$ cat src/design/tsync_pkg.sv
package tsync_pkg;

  ////////////////////////////////////////////////////////////////////////////
  // frame geometry
  ////////////////////////////////////////////////////////////////////////////

  localparam int FFT_LEN      = 16;                   // symbol body
  localparam int CP_LEN       = 4;                    // cyclic prefix
  localparam int HALF_LEN     = FFT_LEN / 2;          // correlation lag and window
  localparam int SYM_LEN      = CP_LEN + FFT_LEN;
  localparam int NUM_DATA_SYM = 3;
  localparam int PRE_LEN      = SYM_LEN;              // training symbol plus its prefix

  // capture window and derived sizes
  localparam int BUF_DEPTH    = 128;
  localparam int BURST_LEN    = PRE_LEN + NUM_DATA_SYM * SYM_LEN;
  localparam int SEARCH_LEN   = BUF_DEPTH - BURST_LEN;  // candidate start positions
  localparam int OUT_DEPTH    = NUM_DATA_SYM * FFT_LEN;

  ////////////////////////////////////////////////////////////////////////////
  // data types
  ////////////////////////////////////////////////////////////////////////////

  typedef logic signed [7:0]  sample_t;
  typedef logic signed [19:0] corr_t;     // running P
  typedef logic        [18:0] energy_t;   // running R, never negative

  typedef logic [$clog2(BUF_DEPTH)-1:0] buf_addr_t;
  typedef logic [$clog2(OUT_DEPTH)-1:0] out_addr_t;

endpackage

$ cat src/design/sample_ram.sv
`timescale 1ns/10ps

module sample_ram
  import tsync_pkg::*;
#(
  parameter int DEPTH = 16
) (
  input  logic                     clk,
  input  logic                     we,
  input  logic [$clog2(DEPTH)-1:0] addr,
  input  sample_t                  wdata,
  output sample_t                  rdata
);

  sample_t mem [DEPTH];

  // registered read, a write shows the new word on the same edge
  always_ff @(posedge clk) begin
    if (we) begin
      mem[addr] <= wdata;
      rdata     <= wdata;
    end else begin
      rdata <= mem[addr];
    end
  end

  // read_ptr range errors from the top land here too
  addr_in_range : assert property (@(posedge clk)
    !$isunknown(addr) |-> addr < DEPTH)
    else $error("sample_ram address %0d beyond depth %0d", addr, DEPTH);

endmodule

$ cat config.mk
export PLATFORM = sky130hd
export DESIGN_NAME = sample_ram
export DESIGN_NICKNAME = d
export VERILOG_FILES = /design/src/design/tsync_pkg.sv /design/src/design/sample_ram.sv
export SDC_FILE = /design/constraint.sdc
export NUM_CORES = 1
export LEC_CHECK = 0
export ABC_AREA = 1
export BUFFER_PORTS_ARGS = -buffer_cell sky130_fd_sc_hd__buf_2
export CORE_MARGIN = 10
export CORE_UTILIZATION = 32
export DETAILED_ROUTE_END_ITERATION = 10
export PLACE_DENSITY = 0.57
export SLEW_MARGIN = 20
export SYNTH_ARGS = -nofsm -noshare
export SYNTH_HDL_FRONTEND = slang
export SYNTH_SLANG_ARGS = --single-unit
export TNS_END_PERCENT = 100
$ cat constraint.sdc
create_clock -name clk -period 1.5 [get_ports clk]
set_clock_uncertainty 0.05 [all_clocks]
set_input_delay 0.225 -clock clk [delete_from_list [all_inputs] [get_ports clk]]
set_output_delay 0.225 -clock clk [all_outputs]
set_load 0.05 [all_outputs]
==> results of run 1 <==
==> worst paths after layout <==
check | startpoint | to | depth (start not counted)
worst max-delay path | flip-flop | rdata[7] | 8
worst min-delay path | wdata[1] | mem[8][1] | 1
==> where the power goes <==
| group | internal, uW | switching (uW) | total (uW) |
|---|---|---|---|
| Sequential | 4120 | 27.6 | 4150 |
| Clock | 2450 | 1590 | 4040 |
| Combinational | 293 | 494 | 787 |
| Total | 6860 | 2110 | 8980 |
==> layout make-up <==
cell class	instances	area, um2
repair buffers	67	734.5
clock buffers	17	425.4
multi-input cells	289	1324
clock inverters	15	157.7
well taps	225	281.5
inverters	102	392.9
flip-flops and latches	132	3929
fillers	1589	10110
==> per-stage QoR <==
step,area [um2],hold slack (ns)
floorplan,5687,0.2027
global route,7244,0.1592
CTS,7221,0.1563
finish,7244,0.1564
detailed placement,6279,0.3314
global placement,6279,0.3240
==> cell usage in the layout, fill, tap and decap left out, drive strengths merged <==
master       count
buf             63
bufinv           2
clkbuf          17
clkinv           5
clkinvlp         6
dfxtp            4
dlygate4sd3      4
edfxtp         128
inv            104
nand2          173
nand3           97
nand3b           2
nor2            17
==> what timing repair did <==
action                     in CTS  in global routing
hold endpoints to repair        4                  0
setup endpoints to repair       8                 14
hold buffers                    4                  0
gates cloned                    5                  0
resized for setup              49                  6
pin swaps                       3                  2
buffers inserted                1                  0
==> routing by layer <==
metal	track usage	vias to the layer above	wire, um
met4	0.03134	2	131
met2	0.1913	126	6532
met5	0	-	13
li1	-	1891	-
met1	0.1648	1904	6576
met3	0.03956	22	1012
==> cells by family (layout without fill, tap and decap cells) <==
kind of cell           Yosys count  after routing  share of synthesized area
flip-flops                     132            132                     0.6900
buffers and inverters          126            201                    0.09659
AND/OR/NAND/NOR                289            289                     0.2134
==> flow_summary.yaml, run 1 <==
logic_synthesis:
  synth-main-ff-cell: "edfxtp_1"
  yosysMostFrequentCell: "nand2_1"
  synth.cell_area_um2: 5687
  synthDominantCellAreaShare: 0.6759
  yosys_warnings: 0
  synth.avg_cell_area_um2: 10.40
  synthArstFlopShare: 0
  synth_edf_count: 128
  synth.ff_latch_count: 132
  seq_area_frac_synth: 0.6900
  mappedNetlistNets: 561
  post_synth_num_cell_types: 12
  postSynthCellCount: 547
  post_synth_main_area_contributors: "edfxtp_1 68%, nand2_1 11%, nand3_1 8.5%"
  synth.cells.most_frequent: "173 x nand2_1, 128 x edfxtp_1, 100 x inv_1"
  synth.largest_area_cell: "edfxtp_1"
timing:
  timing.setup.tns_ns: -3.543
  final_hold_violations: 0
  setup_viol: 8
  timing.final.crit_period_ns: 1.958
  fin_ws_ns: -0.4579
  worst_pin_slew_ns: 0.4256
  timing.max_slew.rel_slack: 0.7163
  max_freq_ghz: 0.5107
  unrepaired_setup_endpoints_after_global_routing: "yes"
  timing.final.crit_share: 1.305
  timing.final.max_slew_violations: 0
layout:
  largest_registers: "mem: 128 flops"
  finalNonFillerCells: 847
  registers.top_by_ff_count: "mem"
  area_delta_synth_final_pct: 27.39
  layout.nets: 623
  drive_above_1_share: 0.1977
  largest_reg_flops: 128
  n_diodes: 0
  postLayoutCoreUtil: 0.4174
power_and_ir_drop:
  power.density_cell_area_nw_per_um2: 1239
  vdd_drop_max_uv: 975.8
  p_total_uw: 8978
  leakage_uw: 0.003102
global_route:
  grt_max_degree: 22
  globalRouteOverflowTotal: 0
  grt_pass1_vias: 3971
  grt_pass1_wl_mm: 22.52
  globalRouteTotalUtil: 0.1242
  grt_antenna_before_repair: 1
worst_hold_path:
  min-delay-path-class: "input port to flip-flop"
worst_setup_path:
  timing.critical_path.slowest_cell_delay_ns: 0.42
  setup.worst_path.end_class: "primary output"
  worst-endpoint-required_ns: 1.22
  critical_path.slowest_cell: "dfxtp_4"
  crit_chain: "buf_12, buf_16, nand2_1, nand3_1, nand3_1, nand3_1, nand2_1, buf_6"
  most_repeated_library_cell_on_the_critical_path: "nand3_1"
  worst-setup-path-type: "flip-flop to primary output"
  critical_path.n_buffers_inverters: 3
  worst-endpoint-arrival_ns: 1.68
  cp_max_fo: 11
  cpLargestDelayFamily: "buffers and inverters"
  start_kind: "flip-flop"
routing:
  routedWlPerCell_um: 16.84
  routed_via_density: 4.658
  antenna_violating_nets_post_route: 0
  route.vias.total: 3945
  detail_route.wirelength_mm: 14.27
  drt_iter0_drc: 348
  detailedRoute.firstPassIterationCount: 5
  post-route-drc-count: 0
floorplanning:
  dieHeight_um: 153.3
  floorplan.die_area_um2: 23500
  fp.coreArea_um2: 17360
  pin_count: 22
  die_w_um: 153.3
  num_rows: 48
  initial_utilization: 0.3276
placed_design:
  gp_congestion: 0.8415
  placedCellCount: 805
  dpl.hpwl_mm: 8.935
  place_ws_ns: -0.2431
  io_buffer_count: 21
outcome:
  failed_checks: "setup timing"
  outcome: "finished, violations left"
job:
  timing.max_cap.violations: 0
clocking:
  clk_pin_slew_worst_paths_ns: 0.06
  number_of_clock_buffers_inserted_by_tritoncts: 17
  clock-root-buffer: "clkbuf_16"
  cts_tree: "yes"
  cts_num_sinks: 132
  cts_max_level: 4
  clock_tree.buffer_depth: 2
No activity file was read; power rests on OpenSTA's default activity.
==> inputs of run 2 (changes only) <==
CORE_MARGIN = 1   (was 10)
==> run 2 against run 1 <==
The run still ends with setup timing left. Utilization rose by 0.61 points. Die area fell by 22%. Sequential power barely moved. Largest cell class unchanged.
==> flow_summary.yaml, run 2 (synthesis results as in run 1) <==
layout:
  layout.filler_cells: 1645
  area_delta_synth_final_pct: 28.80
  layout.cell_area.non_filler_um2: 7325
  registers.top_by_ff_count: "mem"
  n_diodes: 0
  largest_reg_flops: 128
  largest_registers: "mem: 128 flops"
  layout.nets: 629
  most_frequent_cells_in_the_layout: "164 x nand2_1, 128 x edfxtp_1, 100 x inv_1, 69 x nand3_1, 32 x buf_4"
  drive_above_1_share: 0.2185
  mostFrequentLayoutCell: "nand2_1"
timing:
  timing.final.crit_share: 1.348
  timing.final.crit_period_ns: 2.022
  setup_viol: 8
  worst_pin_slew_ns: 0.3660
  timing.final.max_slew_violations: 0
  fin_ws_ns: -0.5223
  hold_ws_ns: 0.1724
  timing.max_slew.rel_slack: 0.7560
  unrepaired_setup_endpoints_after_global_routing: "yes"
  final_hold_violations: 0
  max_freq_ghz: 0.4945
  timing.setup.tns_ns: -4.035
clocking:
  clock_tree.buffer_depth: 2
  clock-root-buffer: "clkbuf_16"
  cts_tree: "yes"
  clk_pin_slew_worst_paths_ns: 0.05
  number_of_clock_buffers_inserted_by_tritoncts: 17
  cts_setup_buffers: 0
  cts_num_sinks: 132
  cts_max_level: 4
power_and_ir_drop:
  power.clock.fraction: 0.459
  power_frac_comb: 0.088
  intPower_uw: 7161
  p_total_uw: 9155
  power.density_cell_area_nw_per_um2: 1250
  sw_frac_of_total: 0.2178
  vdd_drop_max_uv: 948.5
  p_sw_uw: 1994
  power_frac_seq: 0.454
  leakage_uw: 0.003169
worst_setup_path:
  setup.worst_path.end_class: "primary output"
  worst-endpoint-required_ns: 1.22
  worst-setup-path-type: "flip-flop to primary output"
  start_kind: "flip-flop"
  cp_max_fo: 7
  worst-endpoint-arrival_ns: 1.75
global_route:
  grt_max_degree: 33
  grt_antenna_before_repair: 0
  globalRouteOverflowTotal: 0
  grt_pass1_vias: 3846
  grt_pass1_wl_mm: 21.33
  globalRouteTotalUtil: 0.1608
floorplanning:
  initial_utilization: 0.3288
  floorplan.die_area_um2: 18310
  fp.coreArea_um2: 17300
  num_rows: 48
  die_w_um: 135.3
  pin_count: 22
  dieHeight_um: 135.3
placed_design:
  dpl.hpwl_mm: 8.497
  place_ws_ns: -0.1679
  io_buffer_count: 21
  gp_congestion: 0.7912
  placed_cell_area_um2: 6301
routing:
  routedWlPerCell_um: 16.59
  drt_iter0_drc: 403
  post-route-drc-count: 0
  detail_route.wirelength_mm: 14.13
  routed_via_density: 4.624
  antenna_violating_nets_post_route: 0
  detailedRoute.firstPassIterationCount: 5
  route.vias.total: 3940
job:
  timing.max_cap.violations: 0
outcome:
  failed_checks: "setup timing"
  outcome: "finished, violations left"
worst_hold_path:
  min-delay-path-class: "input port to flip-flop"
[run 2: cell count changes in the layout (fill, tap and decap cells not counted), moves of 5 or more]
| cell | delta |
|---|---|
| clkinv_2 | +5 |
| nand3_2 | +9 |
| nand3_1 | -9 |
| clkinvlp_4 | -5 |
[run 2: path summary, 6_finish.rpt]
kind  startpoint  slack (ns)  cells after the start        end
max    flip-flop       -0.52                      8   rdata[2]
min     wdata[1]        0.17                      1  mem[9][1]
[run 2: critical path, cell delays in order (launching register included)]
cell and delay (ns):
dfxtp_4 0.49, buf_12 0.17, buf_4 0.11, nand2_1 0.05, nand3_1 0.09, nand3_1 0.10
nand3_2 0.09, nand2_2 0.07, buf_8 0.15
[run 2: area by class of cell]
type	instances	area, um2	area share
timing repair buffer	73	754.5	0.1030
multi-input combinational	289	1376	0.1879
tap	225	281.5	0.03844
sequential	132	3928	0.5362
clock buffer	18	429.2	0.05859
clock inverter	13	165.2	0.02255
inverter	102	390.4	0.05330
[run 2: routing by layer]
| layer | wire length (um) | global-route usage |
|---|---|---|
| met1 | 6115 | 0.2063 |
| met2 | 7163 | 0.2675 |
| met3 | 583 | 0.03591 |
| met4 | 271 | 0.05493 |
| met5 | 0 | 0 |
[run 2: stage by stage]
stage          instances  utilization
2_1_floorplan        547            -
6_report             852       0.4235
3_5_place_dp         813       0.3643
5_1_grt              852       0.4235
3_3_place_gp         813       0.3643
4_1_cts              850       0.4131
[run 2: power by group through the flow]
stage / clock network [uW] / registers, uW / logic (uW)
after floorplan: 0 / 4210 / 390
final: 4200 / 4150 / 802
after global routing: 4400 / 4160 / 867
after global placement: 0 / 4220 / 642
after detailed placement: 0 / 4220 / 646
after CTS: 4250 / 4150 / 752
[run 2: repair_timing]
action,in CTS,in global routing
endpoints found under the hold margin,4,0
hold buffers,4,0
setup endpoints to repair,8,22
gates resized for setup,45,30
pin swaps,10,14
gates cloned,2,2
==> inputs of run 3 (changes only) <==
MAX_ROUTING_LAYER = met4   (was default)
==> run 3 against run 2 <==
The run still ends with setup timing left. Sequential share of layout area decreased by 0.83 points. Highest routed layer unchanged. Final cell count up 0.59%. Non-clock buffer count grew 5. Maximum frequency up 1.4%.
==> flow_summary.yaml, run 3 (synthesis results as in run 1) <==
floorplanning:
  initial_utilization: 0.3288
  die_w_um: 135.3
  fp.coreArea_um2: 17300
  num_rows: 48
  pin_count: 22
  floorplan.die_area_um2: 18310
  dieHeight_um: 135.3
power_and_ir_drop:
  vdd_drop_max_uv: 907.8
  power.density_cell_area_nw_per_um2: 1236
  leakage_uw: 0.003221
  p_total_uw: 9192
worst_setup_path:
  crit_chain: "buf_12, buf_16, nand2_1, nand3_1, nand3_1, nand3_2, nand2_2, buf_8"
  worst-endpoint-required_ns: 1.22
  critical_path.slowest_cell: "dfxtp_4"
  cp_max_fo: 6
  worst-setup-path-type: "flip-flop to primary output"
  most_repeated_library_cell_on_the_critical_path: "nand3_1"
  start_kind: "flip-flop"
  worst-endpoint-arrival_ns: 1.72
  timing.critical_path.slowest_cell_delay_ns: 0.38
  setup.worst_path.end_class: "primary output"
timing:
  hold_ws_ns: 0.1750
  worst_pin_slew_ns: 0.3749
  timing.final.crit_share: 1.329
  fin_ws_ns: -0.4935
  timing.final.max_slew_violations: 0
  max_freq_ghz: 0.5016
  timing.final.crit_period_ns: 1.993
  timing.setup.tns_ns: -3.751
  timing.max_slew.rel_slack: 0.7500
  final_hold_violations: 0
  unrepaired_setup_endpoints_after_global_routing: "yes"
  setup_viol: 8
global_route:
  grt_max_degree: 33
  globalRouteTotalUtil: 0.1658
  grt_pass1_wl_mm: 21.32
  globalRouteOverflowTotal: 0
  grt_antenna_before_repair: 0
  grt_pass1_vias: 3855
clocking:
  cts_max_level: 4
  cts_num_sinks: 132
  number_of_clock_buffers_inserted_by_tritoncts: 17
  clk_pin_slew_worst_paths_ns: 0.05
  cts_tree: "yes"
  clock-root-buffer: "clkbuf_16"
  clock_tree.buffer_depth: 2
layout:
  most_frequent_cells_in_the_layout: "160 x nand2_1, 128 x edfxtp_1, 100 x inv_1, 66 x nand3_1, 33 x buf_4"
  postLayoutCoreUtil: 0.4301
  n_diodes: 0
  area_delta_synth_final_pct: 30.83
  largest_registers: "mem: 128 flops"
  layout.nets: 634
  layout.filler_cells: 1619
  mostFrequentLayoutCell: "nand2_1"
  registers.top_by_ff_count: "mem"
  largest_reg_flops: 128
  drive_above_1_share: 0.2358
routing:
  post-route-drc-count: 0
  detailedRoute.firstPassIterationCount: 5
  antenna_violating_nets_post_route: 0
  routedWlPerCell_um: 16.73
  detail_route.wirelength_mm: 14.33
  route.vias.total: 4005
  drt_iter0_drc: 441
  routed_via_density: 4.673
placed_design:
  gp_congestion: 0.8023
  io_buffer_count: 21
  dpl.hpwl_mm: 8.497
outcome:
  failed_checks: "setup timing"
  outcome: "finished, violations left"
job:
  timing.max_cap.violations: 0
worst_hold_path:
  min-delay-path-class: "input port to flip-flop"
-- run 3: critical path, delay by kind of cell (launching register included) --
family                 cells  cell delay [ns]
AND/OR/NAND/NOR            5             0.49
flip-flops                 1             0.38
buffers and inverters      3             0.44
-- run 3: what timing repair did --
item | CTS | global route
gates resized for setup | 45 | 37
hold buffers | 4 | 0
hold endpoints to repair | 4 | 0
endpoints found under the setup margin | 8 | 22
cloned | 2 | 5
pin swaps | 10 | 33
buffers inserted | 0 | 2
-- run 3: worst paths after layout --
check,start,to,slack [ns],cells after the start
worst min-delay path,wdata[1],mem[9][1],0.18,1
worst max-delay path,flip-flop,rdata[4],-0.49,8
-- run 3: stage by stage --
stage	worst slack (ns)	instances	cell area, um2
floorplan	0.008420	547	5687
global placement	-0.1512	813	6301
detailed placement	-0.1679	813	6301
CTS	-0.5001	850	7146
global route	-0.5671	857	7440
finish	-0.4935	857	7440
-- run 3: cell type report --
class                      instances  area (um2)  area share
multi-input combinational        289        1401      0.1884
inverter                         102       387.9     0.05214
sequential                       132        3928      0.5279
clock inverter                    13       165.2     0.02220
clock buffer                      18       429.2     0.05769
tap                              225       281.5     0.03784
timing repair buffer              78       847.1      0.1139
-- run 3: power by group --
| part | switching, uW | internal, uW | total [uW] |
|---|---|---|---|
| sequential | 26.4 | 4120 | 4150 |
| clock | 1460 | 2740 | 4200 |
| combinational | 517 | 326 | 843 |
| total | 2010 | 7190 | 9190 |
-- run 3: routing by layer --
metal,track usage,wire length [um],vias up
met5,-,0,-
met4,0.05493,293,0
met3,0.03591,726,21
met2,0.2692,7224,119
met1,0.2051,6090,1957
li1,-,-,1908
