===== config.mk =====
export PLATFORM = sky130hd
export DESIGN_NAME = metric_calc
export DESIGN_NICKNAME = d
export VERILOG_FILES = /design/src/design/tsync_pkg.sv /design/src/design/metric_calc.sv
export SDC_FILE = /design/constraint.sdc
export NUM_CORES = 1
export LEC_CHECK = 0
export BUFFER_PORTS_ARGS = -buffer_cell sky130_fd_sc_hd__buf_2
export CELL_PAD_IN_SITES_DETAIL_PLACEMENT = 0
export CELL_PAD_IN_SITES_GLOBAL_PLACEMENT = 2
export CORE_MARGIN = 10
export CORE_UTILIZATION = 46
export DETAILED_ROUTE_END_ITERATION = 10
export PLACE_DENSITY_LB_ADDON = 0.1
export SLEW_MARGIN = 20
export SYNTH_ARGS = -nofsm -noshare
export SYNTH_HDL_FRONTEND = slang
export SYNTH_SLANG_ARGS = --single-unit

===== constraint.sdc =====
create_clock -name clk -period 7.5 [get_ports clk]
set_input_delay 1.5 -clock clk [delete_from_list [all_inputs] [get_ports clk]]
set_output_delay 1.5 -clock clk [all_outputs]
set_load 0.03 [all_outputs]

===== src/design/tsync_pkg.sv =====
package tsync_pkg;

  ////////////////////////////////////////////////////////////////////////////
  // frame geometry
  ////////////////////////////////////////////////////////////////////////////

  localparam int FFT_LEN      = 16;                   // symbol body
  localparam int CP_LEN       = 4;                    // cyclic prefix
  localparam int HALF_LEN     = FFT_LEN / 2;          // correlation lag and window
  localparam int SYM_LEN      = CP_LEN + FFT_LEN;
  localparam int NUM_DATA_SYM = 3;
  localparam int PRE_LEN      = SYM_LEN;              // training symbol plus its prefix

  // capture window and derived sizes
  localparam int BUF_DEPTH    = 128;
  localparam int BURST_LEN    = PRE_LEN + NUM_DATA_SYM * SYM_LEN;
  localparam int SEARCH_LEN   = BUF_DEPTH - BURST_LEN;  // candidate start positions
  localparam int OUT_DEPTH    = NUM_DATA_SYM * FFT_LEN;

  ////////////////////////////////////////////////////////////////////////////
  // data types
  ////////////////////////////////////////////////////////////////////////////

  typedef logic signed [7:0]  sample_t;
  typedef logic signed [19:0] corr_t;     // running P
  typedef logic        [18:0] energy_t;   // running R, never negative

  typedef logic [$clog2(BUF_DEPTH)-1:0] buf_addr_t;
  typedef logic [$clog2(OUT_DEPTH)-1:0] out_addr_t;

endpackage


===== src/design/metric_calc.sv =====
`timescale 1ns/10ps

module metric_calc
  import tsync_pkg::*;
(
  input  logic      clk,
  input  logic      rst_n,
  input  logic      tx_done,
  input  logic      sample_valid,
  input  sample_t   sample,
  output logic      metric_valid,
  output corr_t     corr,
  output energy_t   energy,
  output buf_addr_t cand_idx
);

  localparam int WIN_LEN = 2 * HALF_LEN;

  sample_t dly [WIN_LEN];       // dly[k] holds r[n-1-k]
  buf_addr_t pos_cnt;           // stream position n of the next sample

  // stage 1, new and retiring terms
  logic               v1;
  logic               prim1;
  buf_addr_t          idx1;
  logic signed [15:0] prod_new;  // r[n] * r[n-8]
  logic signed [15:0] prod_old;  // r[n-8] * r[n-16]
  logic        [15:0] sq_new;
  logic        [15:0] sq_old;

  // stage 2, running sums
  logic      v2;
  buf_addr_t idx2;
  corr_t     p_sum;
  energy_t   r_sum;

  ////////////////////////////////////////////////////////////////////////////
  // control path
  ////////////////////////////////////////////////////////////////////////////

  always_ff @(posedge clk or negedge rst_n) begin
    if (!rst_n) begin
      for (int k = 0; k < WIN_LEN; k++) begin
        dly[k] <= '0;
      end
      pos_cnt      <= '0;
      v1           <= 1'b0;
      prim1        <= 1'b0;
      v2           <= 1'b0;
      metric_valid <= 1'b0;
      p_sum        <= '0;
      r_sum        <= '0;
    end else if (tx_done) begin
      for (int k = 0; k < WIN_LEN; k++) begin
        dly[k] <= '0;    // zero history keeps the first sums exact
      end
      pos_cnt      <= '0;
      v1           <= 1'b0;
      prim1        <= 1'b0;
      v2           <= 1'b0;
      metric_valid <= 1'b0;
      p_sum        <= '0;
      r_sum        <= '0;
    end else begin
      if (sample_valid) begin
        dly[0] <= sample;
        for (int k = 1; k < WIN_LEN; k++) begin
          dly[k] <= dly[k-1];
        end
        pos_cnt <= pos_cnt + 1'b1;
      end
      v1    <= sample_valid;
      prim1 <= pos_cnt >= WIN_LEN - 1;    // window complete with this sample
      if (v1) begin
        p_sum <= p_sum + prod_new - prod_old;
        r_sum <= r_sum + sq_new - sq_old;
      end
      v2           <= v1 && prim1;
      metric_valid <= v2;
    end
  end

  ////////////////////////////////////////////////////////////////////////////
  // data path
  ////////////////////////////////////////////////////////////////////////////

  always_ff @(posedge clk) begin
    if (sample_valid) begin
      prod_new <= sample * dly[HALF_LEN-1];
      prod_old <= dly[HALF_LEN-1] * dly[WIN_LEN-1];
      sq_new   <= sample * sample;
      sq_old   <= dly[HALF_LEN-1] * dly[HALF_LEN-1];
      idx1     <= pos_cnt - buf_addr_t'(WIN_LEN - 1);   // d = n - 15
    end
    idx2 <= idx1;
    // output alignment stage
    corr     <= p_sum;
    energy   <= r_sum;
    cand_idx <= idx2;
  end

endmodule


==> metrics.txt, run 1 <==
part of the power in the clock network=31.1%; required time worst endpoint=7.79 ns; Resized Gates After CTS=0; initial antenna violation count=0; die height=241 um; maximum vdd drop=0.000172 V; Max Cap Viol=0; Least-Margin Pin Slew=0.911 ns; H-tree depth=2; row count=80; Worst Path Buf+Inv=4; hold_buf cts=0; Post-Synthesis Cells=2190; net switching power figure=2.03 mW; Routed Antenna Nets=0; Detailed Route WL=47.1 mm; 1st-iter DRT viols=512; Power Dens Cells=238 nW/um^2; Routed wire per std cell=16.5 um; Tightest Hold Check Type=reg2reg; Final GP Congestion=0.788; Rel. slew slack=39.3%; Multi-input gate area=12900 um^2; CTS buffer count=37; first-pass GRT wire length=79.7 mm; Main synth FF type=dfrtp_1; Sw Share=34.7%; TritonCTS clock tree=done; Crit Path Class=in2reg; sequential power share=32.9%; hpwl dp=34.6 mm; post-layout minimum cycle time=5.38 ns; FF+latch area=7590 um^2; Fin Clk Skew=0.0313 ns; die area=58100 um^2; Setup violations, final=0; Core ar.=48000 um^2; Logic pwr share=36.0%; synthesis-to-finish area growth=9.47%; commonest cells after routing, fill and taps aside=inv_1 (435), fa_1 (227), nor2_1 (215); syn avg cell area=10.3 um^2; I/O pins=59; Clock transition at path regs=0.06 ns; number of flops mapped to enable cells by yosys=69; Distinct cells, synth=68; Setup crit start kind=input port; Fin. Hold Viols=0; WHS=0.324 ns; clock sinks=300; Vias=14200; Setup TNS=0 ns; highest net fanout along the worst path=16; period utilization=71.7%; CP arrival=5.67 ns; Final #Nets=2611; Root Driver=clkbuf_16; Worst path slowest cell=fa_1; total gr overflow=0; layout cells sized above 1=7.08%; total global routing track utilization=17.1%; fmax=186 MHz; pre-CTS setup slack=1.54 ns; Fillers=4454; CTS Buffer Depth=3; # Post-CTS Setup Buffers=0; port bufs=58; cell-internal power=3.83 mW; mapped cell area=22500 um^2; asr flop ratio synth=59.3%; Crit path max-delay family=adder cells; DR DRC count=0; sequential area share after synthesis=33.7%; Yosys reg bits=300; Starting Density=46.8%; status=complete, no violations; Clock Latency Late Sink=0.56 ns; drt via density=4.95; Max stage delay on crit path=0.51 ns; Die X=241 um; CP Capture Type=register; pin count of the biggest net entering global routing=130; Ys Warns=0; net count after synthesis=2584; most common cell after layout, fill and taps aside=inv_1; RSZ-0062 raised after global routing=no; DRT Pass-1 Iters=4; leakage=12.5 nW; number of global-route vias before repair=15000; worst-path cell chain=buf_2 -> inv_1 -> nor2_1 -> ha_1 -> inv_1 -> fa_1 -> fa_1 -> fa_1 -> inv_1 -> ha_1 -> nor2b_1 -> o21ai_0 -> a21boi_0 -> o21ai_0 -> nand2b_1 -> a31oi_1 -> nor3_1 -> a311o_1; max-slew violation count=0; PnR worst setup slack=2.12 ns; ant diodes=0
==> worst paths after layout <==
check,start,end,slack (ns),depth (start not counted)
min reg2reg,idx2[0],cand_idx[0],0.32,0
max,sample[0],sq_new[14],2.12,18
max in group asynchronous,rst_n,dly[126],5.27,2
min in group asynchronous,rst_n,r_sum[11],0.90,1
max reg2reg,dly[66],prod_new[15],2.30,17
min,idx2[0],cand_idx[0],0.32,0
==> power by group through the flow <==
stage | clock [mW] | sequential [mW] | combinational (mW)
4_1_cts | 1.89 | 1.93 | 2.13
5_1_grt | 1.96 | 1.95 | 2.39
2_1_floorplan | 0 | 2.05 | 1.52
3_3_place_gp | 0 | 1.96 | 2.10
3_5_place_dp | 0 | 1.96 | 2.12
6_report | 1.82 | 1.93 | 2.11
==> cell families after synthesis <==
group                      after synthesis  share of synthesized area [%]
xor gates and xnor gates               110                           4.29
muxes                                  165                           7.39
and+or+nand+nor                        537                           11.7
buffers and inverters                  518                           8.68
AOI/OAI and AO/OA                      178                           5.36
adders and majority gates              382                           28.8
DFF                                    300                           33.7
==> routing by layer <==
metal	vias up	GRT usage, %	wire (um)	part of all wire (%)
met5	-	0	0	0
met4	0	4.36	855	1.8
met3	56	2.62	1620	3.4
met2	140	27.2	21500	46
met1	7028	24.2	23100	49
li1	6931	-	-	-
==> synth_stat cells (5+ instances only) <==
cell,number,area (um^2)
nand3_1,15,75.1
a21o_1,22,165
and3_1,10,62.6
nor2_1,215,807
a31oi_1,13,81.3
dfxtp_1,53,1060
nor3_1,11,55.1
nand2b_1,19,119
xor2_1,17,149
o21a_1,9,67.6
buf_1,9,33.8
fa_1,227,4540
xnor2_1,93,815
nand2_1,83,312
and2_1,113,707
a211oi_1,9,67.6
a31o_2,6,52.6
o21ai_0,21,105
edfxtp_1,69,2070
dfrtp_1,178,4450
a21oi_1,51,255
o21bai_1,5,37.5
nor2b_1,36,225
inv_1,435,1630
nor3b_1,5,37.5
ha_1,155,1940
clkbuf_1,73,274
mux2i_1,160,1600
==> sequential cells by signal, summed over array words and instances (netlist names) <==
| name | count |
|---|---|
| sq_old | 15 |
| metric_valid | 1 |
| idx1 | 7 |
| cand_idx | 7 |
| corr | 20 |
| sq_new | 15 |
| p_sum | 20 |
| pos_cnt | 7 |
| energy | 19 |
| v1 | 1 |
| r_sum | 19 |
| dly | 128 |
| prod_new | 16 |
| prim1 | 1 |
| v2 | 1 |
| prod_old | 16 |
| idx2 | 7 |
==> worst reg2reg max path, stage by stage, from the launching register on <==
cell       delay, ns
dfrtp_1         0.83
buf_4           0.35
nand2_1         0.11
fa_1            0.54
inv_1           0.06
fa_1            0.48
fa_1            0.49
inv_1           0.05
fa_1            0.47
inv_1           0.04
ha_1            0.31
o21a_1          0.18
nor2_1          0.08
a21oi_1         0.06
and4_1          0.21
a2111oi_2       0.41
a21oi_1         0.14
xnor2_1         0.14
==> area by class of cell <==
type                    instances  area share [%]
clock buffers                  49            4.28
clock inverters                19           0.808
inverters                     435            6.63
multi-input cells            1372            52.6
flip-flops and latches        300            30.8
well taps                     615            3.13
repair buffers                 71            1.73
==> through the flow <==
stage / total power [mW] / cell area, um^2 / utilization [%] / instances
after floorplan: 3.57 / 22500 / - / 2190
final: 5.86 / 24600 / 51.2 / 2861
after global routing: 6.29 / 24600 / 51.2 / 2861
after CTS: 5.95 / 24600 / 51.2 / 2861
after detailed placement: 4.08 / 23400 / 48.6 / 2793
after global placement: 4.06 / 23400 / 48.6 / 2793
Note: power is estimated with default switching activity, not from simulation.
==> run 2: changes to the inputs <==
--- a/config.mk
+++ b/config.mk
@@ -5,11 +5,12 @@
 export SDC_FILE = /design/constraint.sdc
 export NUM_CORES = 1
 export LEC_CHECK = 0
+export ABC_AREA = 1
 export BUFFER_PORTS_ARGS = -buffer_cell sky130_fd_sc_hd__buf_2
 export CELL_PAD_IN_SITES_DETAIL_PLACEMENT = 0
 export CELL_PAD_IN_SITES_GLOBAL_PLACEMENT = 2
 export CORE_MARGIN = 10
-export CORE_UTILIZATION = 46
+export CORE_UTILIZATION = 37
 export DETAILED_ROUTE_END_ITERATION = 10
 export PLACE_DENSITY_LB_ADDON = 0.1
 export SLEW_MARGIN = 20
==> constraint.sdc (replaced) <==
create_clock -name clk -period 4.87 [get_ports clk]
set_input_delay 0.974 -clock clk [delete_from_list [all_inputs] [get_ports clk]]
set_output_delay 0.974 -clock clk [all_outputs]
set_load 0.03 [all_outputs]
==> run 2 against run 1 <==
Count of clock-buffer cells in the layout is 1 higher; area after synthesis is 3.3% higher; routed wire length is 14% higher; final cell count is 28% higher; sequential share of layout area is 2.2 points lower; critical endpoint is now prod_old[15]; final area is 7.6% higher; die area is 26% higher; largest cell class unchanged.
==> metrics.txt, run 2 <==
pin count of the biggest net entering global routing=92 (-29%); syn avg cell area=8.71 um^2 (-15%); Worst path slowest cell=fa_1; # Post-CTS Setup Buffers=0 (unchanged); Setup crit start kind=register; max reg flops=128 (unchanged); CTS buffer count=37 (unchanged); mapped cell area=23200 um^2 (+3.3%); H-tree depth=2 (unchanged); total gr overflow=0 (unchanged); period utilization=94.3%; layout cells sized above 1=11.4% (+4.3 points); Setup violations, final=0 (unchanged); total global routing track utilization=15.1% (-2.0 points); top post-synthesis cells by area=fa_1 (20%), dfrtp_1 (19%), inv_1 (12%); Routed wire per std cell=14.6 um (-11%); Commonest cells post-synth=inv_1 (758), nand2_1 (512), fa_1 (227); ant diodes=0 (unchanged); FF+latch area=7590 um^2 (about the same); total power=10.7 mW (+83%); sequential area share after synthesis=32.7% (-1.1 points); highest net fanout along the worst path=14 (-2); CTS Buffer Depth=3 (unchanged); Final GP Congestion=0.809 (+2.7%); Tightest Hold Check Type=reg2reg; first-pass GRT wire length=91.2 mm (+14%); worst-path cell chain=buf_12 -> buf_4 -> nand2_1 -> inv_1 -> fa_1 -> inv_1 -> fa_1 -> inv_1 -> fa_1 -> inv_1 -> fa_1 -> inv_1 -> ha_1 -> nand2_1 -> nor2_1 -> nand2_1 -> nor2_1 -> nor2_1 -> nand3_1 -> nand2_1; status=complete, no violations; TritonCTS clock tree=done; CP arrival=4.86 ns (-0.81 ns); fmax=218 MHz; Post-Synthesis Cells=2666 (+22%); die area=73200 um^2 (+26%); Main synth FF type=dfrtp_1; net switching power figure=4.32 mW (+110%); Max Cap Viol=0 (unchanged); count leader, synth=inv_1; row count=91 (+14%); Synth top area share=19.6% (-0.65 points); Logic pwr share=44.5% (+8.5 points); Final #Nets=3197 (+22%); Vias=16500 (+17%); DR DRC count=0 (unchanged); commonest cells after routing, fill and taps aside=inv_1 (758), nand2_1 (512), fa_1 (227); Power Dens Cells=404 nW/um^2 (+70%); synthesis-to-finish area growth=14.0%; number of global-route vias before repair=17400 (+16%); die height=271 um (+12%); Core ar.=61900 um^2 (+29%); drt via density=4.50 (-9.1%); maximum vdd drop=0.000286 V (+66%); number of flops mapped to enable cells by yosys=69 (unchanged); largest reg by FF count=dly; Yosys reg bits=300 (unchanged); cell-internal power=6.39 mW (+67%); clock sinks=300 (unchanged); Root Driver=clkbuf_16; Compound-Gate Fraction of Synth Area=8.93% (+3.6 points); Fin. Hold Viols=0 (unchanged); cell taking the most area after synthesis=fa_1; Distinct cells, synth=41 (-40%); required time worst endpoint=5.14 ns (-2.65 ns); Routed Antenna Nets=0 (unchanged); max-slew violation count=0 (unchanged); Crit Path Class=reg2reg; Ys Warns=0 (unchanged); port bufs=58 (unchanged); DRT Pass-1 Iters=5 (+1); Multi-input gate area=12300 um^2 (-4.7%); leakage=14.1 nW (+12%); Least-Margin Pin Slew=1.04 ns (+0.125 ns); sequential power share=29.2% (-3.7 points); post-synthesis simple-gate area fraction=13.2% (+1.5 points); part of the power in the clock network=26.4% (-4.7 points); Fin Clk Skew=0.0223 ns (-0.00897 ns); Post-Route Utilization=42.7% (-8.5 points); RSZ-0062 raised after global routing=no; net count after synthesis=3060 (+18%); initial antenna violation count=0 (unchanged); Die X=271 um (+12%); Sw Share=40.3% (+5.6 points); Rel. slew slack=30.9% (-8.4 points); Synth Area in XOR/XNOR=3.02% (-1.3 points); I/O pins=59 (unchanged); Synth Area in Adders=27.9% (-0.93 points); CP Capture Type=register; Detailed Route WL=53.6 mm (+14%); Clock Latency Late Sink=0.56 ns (about the same); hpwl dp=42.0 mm (+22%); Fillers=6313 (+42%); Clock transition at path regs=0.06 ns (about the same); asr flop ratio synth=59.3% (unchanged); post-layout minimum cycle time=4.59 ns; 1st-iter DRT viols=822 (+61%); mux share of post-synthesis cell area=0% (-7.4 points); Max stage delay on crit path=0.52 ns (about the same); most frequent CP cell=inv_1; top flop regs=dly x128, corr x20, p_sum x20; combinational family with the most area after synthesis=adder cells; most common cell after layout, fill and taps aside=inv_1; Starting Density=37.5% (-9.3 points)
[run 2: cell count changes after synthesis, sizes merged, moves of 55 or more]
cell,change
and2,-109
inv,+339
mux2i,-160
nand2,+429
nand3,+63
nor2,-89
o22ai,+129
xnor2,-55
[run 2: cell families after synthesis]
logic type	after synthesis
buffers and inverters	856
DFF	300
and+or+nand+nor	758
AOI/OAI and AO/OA	290
xor gates and xnor gates	80
adders and majority gates	382
[run 2: area by class of cell]
| class | instances | share of cell area [%] |
|---|---|---|
| Clock buffer | 50 | 4.00 |
| Inverter | 774 | 11.0 |
| Timing Repair Buffer | 180 | 5.02 |
| Tap cell | 837 | 3.96 |
| Sequential cell | 300 | 28.7 |
| Clock inverter | 17 | 0.751 |
| Multi-Input combinational cell | 1510 | 46.6 |
[run 2: final timing paths]
| kind | start | to | cells past startpoint | slack, ns |
|---|---|---|---|---|
| worst min register to register | idx2[6] | cand_idx[6] | 0 | 0.33 |
| worst max-delay path | dly[70] | prod_old[15] | 20 | 0.28 |
| worst min-delay path | idx2[6] | cand_idx[6] | 0 | 0.33 |
| min in group asynchronous | rst_n | r_sum[16] | 1 | 0.51 |
| max in group asynchronous | rst_n | dly[3] | 2 | 3.35 |
| worst max register to register | dly[70] | prod_old[15] | 20 | 0.28 |
[run 2: metal layers]
| metal | track usage (%) | part of all wire, % |
|---|---|---|
| met3 | 2.09 | 2.9 |
| met5 | 0 | 0 |
| met4 | 2.82 | 1.4 |
| met2 | 24.5 | 46 |
| met1 | 21.3 | 50 |
[run 2: power groups by stage]
stage / logic (mW) / clock network (mW) / registers [mW]
finish: 4.76 / 2.82 / 3.12
global route: 5.55 / 3.03 / 3.16
CTS: 4.86 / 2.93 / 3.13
detailed placement: 4.83 / 0 / 3.18
global placement: 4.83 / 0 / 3.17
floorplan: 3.21 / 0 / 3.42
[run 2: through the flow]
| step | worst slack, ns | hold WS, ns | setup TNS (ns) | std cells | area [um^2] |
|---|---|---|---|---|---|
| after floorplan | 0.0256 | 0.310 | 0 | 2666 | 23200 |
| after global placement | -0.0269 | 0.314 | -0.0539 | 3601 | 25200 |
| after detailed placement | -0.0828 | 0.315 | -0.286 | 3601 | 25200 |
| after CTS | 0.234 | 0.329 | 0 | 3668 | 26500 |
| after global routing | 0.0446 | 0.330 | 0 | 3668 | 26500 |
| final | 0.280 | 0.326 | 0 | 3668 | 26500 |
[run 2: timing repair]
item                                    4_1_cts  5_1_grt
endpoints found under the setup margin        0        1
gates resized for setup                       0        3
hold buffers                                  0        0
[run 2: critical path: cells and delay by family (launching register included)]
family	cells	cell delay (ns)
adder cells (fa/ha/maj)	5	2.34
flip-flops	1	0.49
AND/OR/NAND/NOR	8	0.83
buffers and inverters	7	0.61
