### config.mk
export PLATFORM = sky130hd
export DESIGN_NAME = cp_remover
export DESIGN_NICKNAME = d
export VERILOG_FILES = /design/src/design/tsync_pkg.sv /design/src/design/cp_remover.sv
export SDC_FILE = /design/constraint.sdc
export NUM_CORES = 1
export LEC_CHECK = 0
export BUFFER_PORTS_ARGS = -buffer_cell sky130_fd_sc_hd__buf_2
export CAP_MARGIN = 20
export CORE_AREA = 8 8 67 69
export DETAILED_ROUTE_END_ITERATION = 7
export DIE_AREA = 0 0 75 77
export GPL_TIMING_DRIVEN = 0
export PLACE_DENSITY_LB_ADDON = 0.15
export SYNTH_ARGS = -nofsm -noshare
export SYNTH_HDL_FRONTEND = slang
export SYNTH_SLANG_ARGS = --single-unit
### constraint.sdc
create_clock -name clk -period 3 [get_ports clk]
set_clock_uncertainty 0.05 [all_clocks]
set_input_delay 0.3 -clock clk [delete_from_list [all_inputs] [get_ports clk]]
set_output_delay 0.3 -clock clk [all_outputs]
set_load 0.01 [all_outputs]
### src/design/tsync_pkg.sv
package tsync_pkg;

  ////////////////////////////////////////////////////////////////////////////
  // frame geometry
  ////////////////////////////////////////////////////////////////////////////

  localparam int FFT_LEN      = 16;                   // symbol body
  localparam int CP_LEN       = 4;                    // cyclic prefix
  localparam int HALF_LEN     = FFT_LEN / 2;          // correlation lag and window
  localparam int SYM_LEN      = CP_LEN + FFT_LEN;
  localparam int NUM_DATA_SYM = 3;
  localparam int PRE_LEN      = SYM_LEN;              // training symbol plus its prefix

  // capture window and derived sizes
  localparam int BUF_DEPTH    = 128;
  localparam int BURST_LEN    = PRE_LEN + NUM_DATA_SYM * SYM_LEN;
  localparam int SEARCH_LEN   = BUF_DEPTH - BURST_LEN;  // candidate start positions
  localparam int OUT_DEPTH    = NUM_DATA_SYM * FFT_LEN;

  ////////////////////////////////////////////////////////////////////////////
  // data types
  ////////////////////////////////////////////////////////////////////////////

  typedef logic signed [7:0]  sample_t;
  typedef logic signed [19:0] corr_t;     // running P
  typedef logic        [18:0] energy_t;   // running R, never negative

  typedef logic [$clog2(BUF_DEPTH)-1:0] buf_addr_t;
  typedef logic [$clog2(OUT_DEPTH)-1:0] out_addr_t;

endpackage

### src/design/cp_remover.sv
`timescale 1ns/10ps

module cp_remover
  import tsync_pkg::*;
(
  input  logic      clk,
  input  logic      rst_n,
  input  logic      tx_done,
  input  logic      frame_found,
  input  buf_addr_t frame_idx,
  output buf_addr_t buf_addr,
  input  sample_t   buf_rdata,
  output logic      out_we,
  output out_addr_t out_addr,
  output sample_t   out_wdata,
  output logic      out_buff_full
);

  logic started;                          // copy launched for this burst
  logic copy_on;                          // reads still being issued
  logic [$clog2(FFT_LEN)-1:0]      pos_cnt;
  logic [$clog2(NUM_DATA_SYM)-1:0] sym_cnt;
  out_addr_t rd_idx;
  logic      last_rd;

  assign rd_idx  = {sym_cnt, pos_cnt};    // payload index s*FFT_LEN + j
  assign last_rd = copy_on && (sym_cnt == NUM_DATA_SYM - 1) && (pos_cnt == FFT_LEN - 1);

  // skip preamble and the prefix of every data symbol
  assign buf_addr = frame_idx + buf_addr_t'(PRE_LEN + CP_LEN)
                  + buf_addr_t'(sym_cnt * SYM_LEN) + buf_addr_t'(pos_cnt);

  assign out_wdata = buf_rdata;           // capture RAM output lines up with out_we

  always_ff @(posedge clk or negedge rst_n) begin
    if (!rst_n) begin
      started       <= 1'b0;
      copy_on       <= 1'b0;
      pos_cnt       <= '0;
      sym_cnt       <= '0;
      out_we        <= 1'b0;
      out_addr      <= '0;
      out_buff_full <= 1'b0;
    end else if (tx_done) begin
      started       <= 1'b0;
      copy_on       <= 1'b0;
      pos_cnt       <= '0;
      sym_cnt       <= '0;
      out_we        <= 1'b0;
      out_addr      <= '0;
      out_buff_full <= 1'b0;
    end else begin
      if (frame_found && !started) begin
        started <= 1'b1;
        copy_on <= 1'b1;
      end else if (copy_on) begin
        if (last_rd) begin
          copy_on <= 1'b0;
          pos_cnt <= '0;
          sym_cnt <= '0;
        end else if (pos_cnt == FFT_LEN - 1) begin
          pos_cnt <= '0;
          sym_cnt <= sym_cnt + 1'b1;    // next symbol, prefix jumped
        end else begin
          pos_cnt <= pos_cnt + 1'b1;
        end
      end
      // write trails its read by one cycle
      out_we   <= copy_on;
      out_addr <= rd_idx;
      if (out_we && out_addr == OUT_DEPTH - 1) begin
        out_buff_full <= 1'b1;
      end
    end
  end

  no_write_when_full : assert property (@(posedge clk) disable iff (!rst_n)
    out_buff_full |-> !out_we)
    else $error("output buffer written after it was marked full");

endmodule

==> results of run 1 <==
==> layout by cell type, fill, tap and decap left out, drive strengths merged <==
master	netlist	layout
clkbuf	1	5
buf	9	48
o31ai	1	1
dfrtp	16	16
dlygate4sd3	0	1
a21oi	9	9
nand3	4	4
nor2	7	7
a41oi	1	1
and3	1	1
nor2b	4	4
xnor2	6	6
ha	15	15
nand2b	1	1
fa	3	3
or3	2	2
and4b	1	1
nand2	7	7
a21o	2	2
inv	17	17
a211o	2	2
==> registers in the layout (all words and copies together) (netlist names) <==
register	flops
pos_cnt	4
out_buff_full	1
started	1
copy_on	1
out_we	1
out_addr	6
sym_cnt	2
==> timing repair <==
action / CTS / global route
cloned: 0 / 0
endpoints found under the setup margin: 1 / 2
pin swaps: 3 / 7
gates resized for setup: 6 / 6
hold buffers: 1 / 0
hold endpoints to repair: 16 / 0
buffers inserted: 5 / 1
==> cell type report <==
type	instances	area, sq um	share of cell area (%)
timing repair buffer	40	220.2	15.11
inverter	17	63.81	4.378
tap	48	60.06	4.120
sequential	16	400.4	27.47
buffer	10	83.83	5.751
clock buffer	4	36.28	2.489
multi-input combinational	66	593.1	40.69
==> cell families after synthesis <==
group / after synthesis / synth area share [%]
AOI/OAI and AO/OA: 15 / 8.824
buffers and inverters: 27 / 13.35
and+or+nand+nor: 27 / 14.48
xor gates and xnor gates: 6 / 4.751
adders and majority gates: 18 / 22.40
DFF: 16 / 36.20
==> routing by layer <==
metal	wire, microns	global-route usage (%)	share of wire (%)	up-vias
li1	-	-	-	438
met1	1047	9.618	42	431
met2	1267	14.97	50	33
met3	167	2.211	6.6	4
met4	31	4.118	1.2	0
met5	0	0	0	-
==> worst max-delay path, stage by stage, from the launching register on <==
cell and delay, ps:
dfrtp_1 370, inv_2 60, fa_1 520, inv_2 50, ha_4 260, ha_4 120, inv_2 30, fa_2 340
inv_1 70, a21o_1 120, a21oi_2 50, xnor2_1 140, buf_2 140
==> final timing paths <==
check / endpoint
worst max-delay path: buf_addr[6]
worst min-delay path: sym_cnt[0]$_DFFE_PN0P_
worst max register to register: sym_cnt[0]$_DFFE_PN0P_
worst min register to register: started$_DFFE_PN0P_
max in group asynchronous: sym_cnt[0]$_DFFE_PN0P_
min in group asynchronous: out_buff_full$_DFFE_PN0P_
==> power by group <==
group          leakage [nW]  total (mW)  internal [mW]  switching [mW]
clock                0.0210       0.140         0.0738          0.0664
sequential            0.220       0.225          0.220         0.00492
combinational         0.540       0.103         0.0504          0.0525
==> metrics.cfg, run 1 <==
[clock_network]
cts.path.max_buffers=2
clkTransAtPathRegs_ps=90
cts_buffers=3
cts.sinks=16
clk_latency_ps=280
htree_levels=1
cts_tree=done
root_buffer=clkbuf_4

[grt]
grtUsageTotal_pct=8.767
grt_pass1_wl_microns=3960
antenna_found_initial=0
grt_max_degree=17
gr-total-overflow=0
grt_pass1_vias=951

[yosys]
syn_area_per_cell_sq_um=10.15
yosysUniqueCellTypes=24
synth_top_area_cell=dfrtp_1
syn_inst=109
ys_top_cells_by_area=dfrtp_1 (36%), ha_1 (17%), inv_1 (5.8%), fa_1 (5.4%), buf_4 (5.4%)
synth_nets=146
synth_edf_count=0
synth_seq_cells=16
synth_most_common_cell=inv_1
synthArstFlopShare_pct=100.0
synth_commonest_cells=inv_1 (17), dfrtp_1 (16), ha_1 (15)
ys_seq_area_share_pct=36.20
netlist.area_leader.share_pct=36.20
synth_area_sq_um=1106
yosys_warnings=0
ys.flop_type=dfrtp_1

[worst_setup_path]
cp.arrival_ps=2560
cp-start-kind=flop
cp-end-kind=primary output
path_class=flop to primary output
worstSetupStartpoint=pos_cnt[2]$_DFFE_PN0P_
r2r-start=pos_cnt[0]$_DFFE_PN0P_
r2r_cells=5
rrSetupSlack_ps=1430
crit_fanout=2
required_ps=2650

[hold_path]
worstHoldPathType=input port to flop
min_from=tx_done
min_path_cells=2

[detailed_routing]
drc_errors=0
drt_iter0_drc=33
routedWlPerCell_microns=12.50
wirelength_microns=2513
vias_per_cell=4.507
via_count=906
drt_pass1_iterations=4
ant_nets=0

[die]
row_count=22
die-width_microns=75
die-area_sq_um=5775
core_sq_um=3496
start_util_pct=31.64
io_pins=42
die_h_microns=77

[timing]
rsz0062_at_grt=true
fin_crit_ps=2913
slew_headroom_pct=69.89
slew_violations=0
hold_slack_ps=217.2
setup_viol_count_final=0
fmax_mhz=343.3
fin_setup_tns_ps=0
setup_ws_ps=87.40
fin_crit_sh_pct=97.09
worstMarginPinSlew_ps=451.6
final_hold_viol_count=0

[power_and_ir_drop]
p_per_area_nw_per_um2=321.3
power.leakage_nw=0.7802
worst_ir_drop_vdd_uv=118.0
power.total_mw=0.4683

[finish]
fin_cells=201
area_growth_pct=31.79
final_layout_size_suffix_gt1_share_pct=44.44
layout.nets=191
utilization_pct=41.70
n_antenna_cell=0
finalInstanceArea_sq_um=1458
nFillCells=377

[status]
status=completed

[placement]
post-place-ws_ps=197.9
post_dp_cell_area_sq_um=1331
hpwl_microns=1980
portBuffers=33
globalplace.congestion=0.7288
dp.cells=190

[flow_run]
max_cap_violations=0

No activity file was read; power rests on OpenSTA's default activity.
==> run 2, diff against run 1 <==
- ABC_CLOCK_PERIOD_IN_PS: default -> 2900
- clock period: 3 -> 2.9 ns (I/O delays scaled with it)
==> run 2 against run 1 <==
- the run now ends with negative setup slack left
- design area up 0.52%
- highest routed layer unchanged
- flip-flop and latch count stayed put
- non-clock buffer count increased by 1
- clock power up 6%
- power is 4.0% higher
- utilization grew 0.21 points
==> metrics.cfg, run 2 (synthesis gave the netlist of run 1 again) <==
[worst_setup_path]
required_ps=2560  ; -90 ps
slowest_delay_ps=520  ; about the same
cp_cell_sequence=inv_2 -> fa_1 -> inv_2 -> ha_4 -> ha_4 -> inv_2 -> fa_2 -> inv_2 -> a21o_1 -> a21oi_2 -> xnor2_1 -> buf_2
crit_fanout=2  ; unchanged
cp.arrival_ps=2570  ; about the same
cp-start-kind=flop
cpMostUsedCell=inv_2
cp-end-kind=primary output
path_class=flop to primary output
crit_slowest_cell=fa_1

[timing]
final_hold_viol_count=0  ; unchanged
slew_headroom_pct=69.95  ; about the same
setup_ws_ps=-6.975  ; -94.37 ps
worstMarginPinSlew_ps=450.8  ; -0.8359 ps
fin_crit_ps=2907
fmax_mhz=344.0
rsz0062_at_grt=true
slew_violations=0  ; unchanged
fin_crit_sh_pct=100.2
setup_viol_count_final=1  ; +1
hold_slack_ps=200.7  ; -16.46 ps

[grt]
grtUsageTotal_pct=8.949  ; +0.18 points
grt_pass1_wl_microns=4043  ; +2.1%
grt_max_degree=17  ; unchanged
antenna_found_initial=0  ; unchanged
grt_pass1_vias=963  ; +1.3%
gr-total-overflow=0  ; unchanged

[power_and_ir_drop]
switching_share_pct=26.82  ; +0.36 points
pwr-share-comb_pct=21.9  ; about the same
p_per_area_nw_per_um2=332.4  ; +3.5%
power_switching_mw=0.1306  ; +5.4%
p_int_mw=0.3564  ; +3.5%
worst_ir_drop_vdd_uv=122.9  ; +4.2%
power.leakage_nw=0.7818  ; +0.21%
seqPwrFrac_pct=47.8  ; -0.3 points
clkPwrFrac_pct=30.3  ; +0.3 points

[clock_network]
htree_levels=1  ; unchanged
cts.path.max_buffers=2  ; unchanged
cts.sinks=16  ; unchanged
root_buffer=clkbuf_4
cts_tree=done
clkTransAtPathRegs_ps=90  ; about the same
cts_buffers=3  ; unchanged
clk_latency_ps=290  ; about the same

[finish]
n_antenna_cell=0  ; unchanged
fin_cells=202  ; +0.50%
multi_input_area_sq_um=593.1  ; unchanged
largest_register=out_addr
seq_area_sq_um=400.4  ; unchanged
final_common_cell=buf_2
final_cell_mix=buf_2 (33), dfrtp_1 (16), buf_4 (15)
area_growth_pct=32.47
layout.nets=192  ; +0.52%
utilization_pct=41.91  ; +0.21 points
largest_reg_flops=6  ; unchanged
nFillCells=377  ; unchanged
top_regs=out_addr x6, pos_cnt x4, sym_cnt x2
final_layout_size_suffix_gt1_share_pct=45.45  ; +1.0 points

[detailed_routing]
wl_met3_microns=165  ; -1.2%
wirelength_microns=2543  ; +1.2%
vias_per_cell=4.470  ; -0.82%
drt_iter0_drc=48  ; +45%
wl_met2_microns=1269  ; +0.16%
drt_pass1_iterations=3  ; -1
via_count=903  ; -0.33%
wl_met1_microns=1061  ; +1.3%
drc_errors=0  ; unchanged
ant_nets=0  ; unchanged
routedWlPerCell_microns=12.59  ; +0.69%
routed.top_layer=met4

[die]
row_count=22  ; unchanged
core_sq_um=3496  ; unchanged
io_pins=42  ; unchanged
die-area_sq_um=5775  ; unchanged
die_h_microns=77  ; unchanged
start_util_pct=31.64  ; unchanged
die-width_microns=75  ; unchanged

[placement]
hpwl_microns=1980  ; unchanged
post-place-ws_ps=107.9  ; -90.00 ps
portBuffers=33  ; unchanged
dp.cells=190  ; unchanged
globalplace.congestion=0.7288  ; unchanged

[hold_path]
worstHoldPathType=input port to flop

[status]
status=finished with violations
violations=negative setup slack

[flow_run]
max_cap_violations=0  ; unchanged

## run 2: cell types whose count changed in the layout (fill, tap and decap cells not counted)
cell	before	now
buf_4	14	15
inv_1	11	10
inv_2	6	7
## run 2: metal layers
layer,track usage [%],vias up
li1,-,439
met1,9.924,429
met2,15.22,30
met3,2.211,5
met4,4.118,0
met5,0,-
## run 2: cell type report
type | instances | share of cell area (%)
Multi-Input combinational cell | 66 | 40.48
Sequential cell | 16 | 27.33
Timing Repair Buffer | 41 | 15.54
Buffer | 10 | 5.722
Inverter | 17 | 4.355
Tap cell | 48 | 4.099
Clock buffer | 4 | 2.477
## run 2: timing repair
item                                    CTS  global route
pin swaps                                 7             4
endpoints found under the setup margin    2             3
hold buffers                              1             0
buffers inserted                          6             1
resized for setup                         7             6
cloned                                    0             0
hold endpoints to repair                 16             0
## run 2: final timing paths
kind | from | end | slack (ps) | depth (start not counted)
max reg2reg | pos_cnt[0]$_DFFE_PN0P_ | sym_cnt[0]$_DFFE_PN0P_ | 1330 | 5
max | sym_cnt[0]$_DFFE_PN0P_ | buf_addr[6] | -7 | 12
min | tx_done | sym_cnt[0]$_DFFE_PN0P_ | 200 | 2
min in group asynchronous | rst_n | out_buff_full$_DFFE_PN0P_ | 390 | 2
max in group asynchronous | rst_n | out_addr[2]$_DFF_PN0_ | 2150 | 2
min reg2reg | started$_DFFE_PN0P_ | started$_DFFE_PN0P_ | 450 | 2
## run 2: metrics by stage
stage               total power [mW]  setup TNS [ps]  instance area, sq um
CTS                           0.4908          -60.32                  1431
finish                        0.4870          -6.975                  1465
detailed placement            0.3400               0                  1331
floorplan                     0.2995               0                  1106
global placement              0.3388               0                  1331
global route                  0.5154          -291.4                  1465
## run 2: power by group through the flow
stage                     logic [mW]  registers (mW)  clock network, mW
after floorplan               0.0629           0.237                  0
after global placement         0.102           0.237                  0
after detailed placement       0.103           0.237                  0
after CTS                      0.106           0.233              0.152
after global routing           0.121           0.234              0.161
final                          0.106           0.233              0.148
## run 2: worst max-delay path: cells and delay by family (launching register included)
| kind | cells | cell delay [ps] |
|---|---|---|
| flip-flops | 1 | 380 |
| XOR/XNOR | 1 | 140 |
| AO/OA/AOI/OAI | 2 | 170 |
| buffers and inverters | 5 | 340 |
| adder cells (fa/ha/maj) | 4 | 1250 |
==> run 3, diff against run 2 <==
- ABC_AREA: default -> 1
- CORE_AREA: 8 8 67 69 -> 8 8 69 71
- DIE_AREA: 0 0 75 77 -> 0 0 77 79
==> run 3 against run 2 <==
- the run now ends clean
- global-route usage down 0.38 points
- area after synthesis is 7.1% higher
- die area rose by 5.3%
==> metrics.cfg, run 3 <==
[yosys]
ys_top_cells_by_area=dfrtp_1 (34%), ha_1 (16%), nand2_1 (11%), inv_1 (9.5%), fa_1 (5.1%)
synthArstFlopShare_pct=100.0  ; unchanged
yosysUniqueCellTypes=20  ; -17%
synth_compound_area_share_pct=3.379  ; -5.4 points
ys_seq_area_share_pct=33.79  ; -2.4 points
synth_edf_count=0  ; unchanged
synth_seq_cells=16  ; unchanged
syn_area_per_cell_sq_um=7.899  ; -22%
synth_area_sq_um=1185  ; +7.1%
synth_xor_area_share_pct=1.478  ; -3.3 points
yosys_warnings=0  ; unchanged
synth_mux_area_share_pct=0  ; unchanged
synthAdderAreaFrac_pct=20.91  ; -1.5 points
yosys.area_share.simple_pct=24.29  ; +9.8 points
ys.flop_type=dfrtp_1
synth_nets=187  ; +28%
synth_commonest_cells=nand2_1 (34), inv_1 (30), dfrtp_1 (16)
syn_inst=150  ; +38%
synth_top_area_cell=dfrtp_1
synth_most_common_cell=nand2_1
netlist.area_leader.share_pct=33.79  ; -2.4 points
synth_top_family_by_area=simple AND/OR/NAND/NOR gates

[finish]
utilization_pct=39.69  ; -2.2 points
largest_reg_flops=6  ; unchanged
top_regs=out_addr x6, pos_cnt x4, sym_cnt x2
final_layout_size_suffix_gt1_share_pct=32.46  ; -13 points
largest_register=out_addr
final_common_cell=nand2_1
layout.nets=229  ; +19%
final_cell_mix=nand2_1 (34), buf_2 (33), inv_1 (28)
fin_cells=241  ; +19%
area_growth_pct=27.24
n_antenna_cell=0  ; unchanged

[worst_setup_path]
required_ps=2560  ; about the same
crit_fanout=2  ; unchanged
path_class=flop to primary output
cp-start-kind=flop
crit_buf_inv=5  ; unchanged
critPathTopFamily=adder cells
slowest_delay_ps=510  ; about the same
cp.arrival_ps=2470  ; -100 ps
r2r-start=sym_cnt[1]$_DFFE_PN0P_
cp_cell_sequence=inv_1 -> fa_1 -> inv_1 -> ha_1 -> ha_1 -> inv_1 -> fa_2 -> inv_2 -> nand2_1 -> nand3_1 -> nand2_1 -> nand2_1 -> buf_2
cp-end-kind=primary output
worstSetupStartpoint=pos_cnt[2]$_DFFE_PN0P_
crit_slowest_cell=fa_1

[flow_run]
max_cap_violations=0  ; unchanged

[detailed_routing]
routedWlPerCell_microns=10.20  ; -19%
vias_per_cell=4.166  ; -6.8%
drc_errors=0  ; unchanged
via_count=1004  ; +11%
drt_iter0_drc=42  ; -13%
ant_nets=0  ; unchanged
drt_pass1_iterations=3  ; unchanged
wirelength_microns=2457  ; -3.4%

[die]
row_count=23  ; +4.5%
die-area_sq_um=6083  ; +5.3%
die_h_microns=79  ; +2.6%
io_pins=42  ; unchanged
die-width_microns=77  ; +2.7%
start_util_pct=31.19  ; -0.45 points
core_sq_um=3799  ; +8.7%

[hold_path]
min_from=frame_found
worstHoldPathType=input port to flop

[clock_network]
cts.sinks=16  ; unchanged
cts_buffers=3  ; unchanged
cts.path.max_buffers=2  ; unchanged
htree_levels=1  ; unchanged
cts_tree=done
root_buffer=clkbuf_8
clkTransAtPathRegs_ps=70  ; -20 ps
clk_latency_ps=240  ; -50 ps

[power_and_ir_drop]
power.total_mw=0.7170  ; +47%
p_per_area_nw_per_um2=475.5  ; +43%
worst_ir_drop_vdd_uv=164.3  ; +34%
power.leakage_nw=0.8870  ; +13%

[timing]
worstMarginPinSlew_ps=367.3  ; -83.47 ps
rsz0062_at_grt=true
fmax_mhz=355.4  ; +3.3%
fin_crit_ps=2814  ; -93.06 ps
slew_violations=0  ; unchanged
setup_viol_count_final=0  ; -1
slew_headroom_pct=75.51  ; +5.6 points
hold_slack_ps=266.7  ; +66.03 ps
final_hold_viol_count=0  ; unchanged
fin_crit_sh_pct=97.03  ; -3.2 points
fin_setup_tns_ps=0  ; +6.975 ps

[placement]
globalplace.congestion=0.8067  ; +11%
dp.cells=233  ; +23%
portBuffers=33  ; unchanged
hpwl_microns=2069  ; +4.5%

[grt]
grt_pass1_wl_microns=4436  ; +9.7%
grtUsageTotal_pct=8.567  ; -0.38 points
antenna_found_initial=0  ; unchanged
grt_max_degree=17  ; unchanged
grt_pass1_vias=1069  ; +11%
gr-total-overflow=0  ; unchanged

[status]
status=completed

-- run 3: changes by cell type after synthesis, moves of 4 or more --
cell	previous run	this run
xnor2_1	6	1
nor2_1	7	15
o21ai_0	0	4
a21oi_1	8	4
nand3_1	3	8
nand2_1	6	34
nor2b_1	4	0
inv_1	17	30
-- run 3: tightest hold or removal path: stages --
cell,delay [ps]
buf_2,110
nand3_2,70
nand2_1,50
-- run 3: cells by family after synthesis --
kind of cell / Yosys count
simple gates: 65
buf+inv: 41
compound gates: 8
xor+xnor: 2
flops: 16
fa+ha+maj: 18
-- run 3: what timing repair did --
item,4_1_cts,5_1_grt
setup buffers,2,1
hold buffers,1,0
gates resized for setup,3,2
endpoints found under the setup margin,2,1
endpoints found under the hold margin,16,0
-- run 3: final timing paths --
path | depth (start not counted) | to | slack, ps
max in group asynchronous | 2 | pos_cnt[2]$_DFFE_PN0P_ | 2070
setup reg to reg | 5 | sym_cnt[1]$_DFFE_PN0P_ | 1590
hold reg to reg | 2 | sym_cnt[0]$_DFFE_PN0P_ | 460
hold / removal | 3 | copy_on$_DFF_PN0_ | 270
setup / recovery | 13 | buf_addr[6] | 90
min in group asynchronous | 2 | out_addr[4]$_DFF_PN0_ | 450
-- run 3: metal layers --
layer / share of wire (%) / global-route usage [%]
met5: 0 / 0
met4: 0.94 / 2.264
met3: 6.9 / 2.709
met2: 48 / 14.78
met1: 44 / 10.07
-- run 3: power breakdown --
part / switching (mW) / internal (mW)
Clock: 0.0736 / 0.120
Combinational: 0.152 / 0.118
Sequential: 0.0144 / 0.239
-- run 3: per-stage QoR --
| step | area (sq um) | worst slack, ps |
|---|---|---|
| finish | 1508 | 86.08 |
| global route | 1508 | -74.15 |
| CTS | 1496 | 38.49 |
| global placement | 1413 | 128.3 |
| detailed placement | 1413 | 138.9 |
| floorplan | 1185 | 389.3 |
-- run 3: layout make-up --
| type | count | area [sq um] |
|---|---|---|
| tap | 50 | 62.56 |
| fill | 413 | 2291 |
| multi-input combinational | 93 | 599.3 |
| sequential | 16 | 401.6 |
| buffer | 9 | 71.32 |
| clock buffer | 4 | 55.05 |
| inverter | 32 | 120.1 |
| timing repair buffer | 37 | 197.7 |
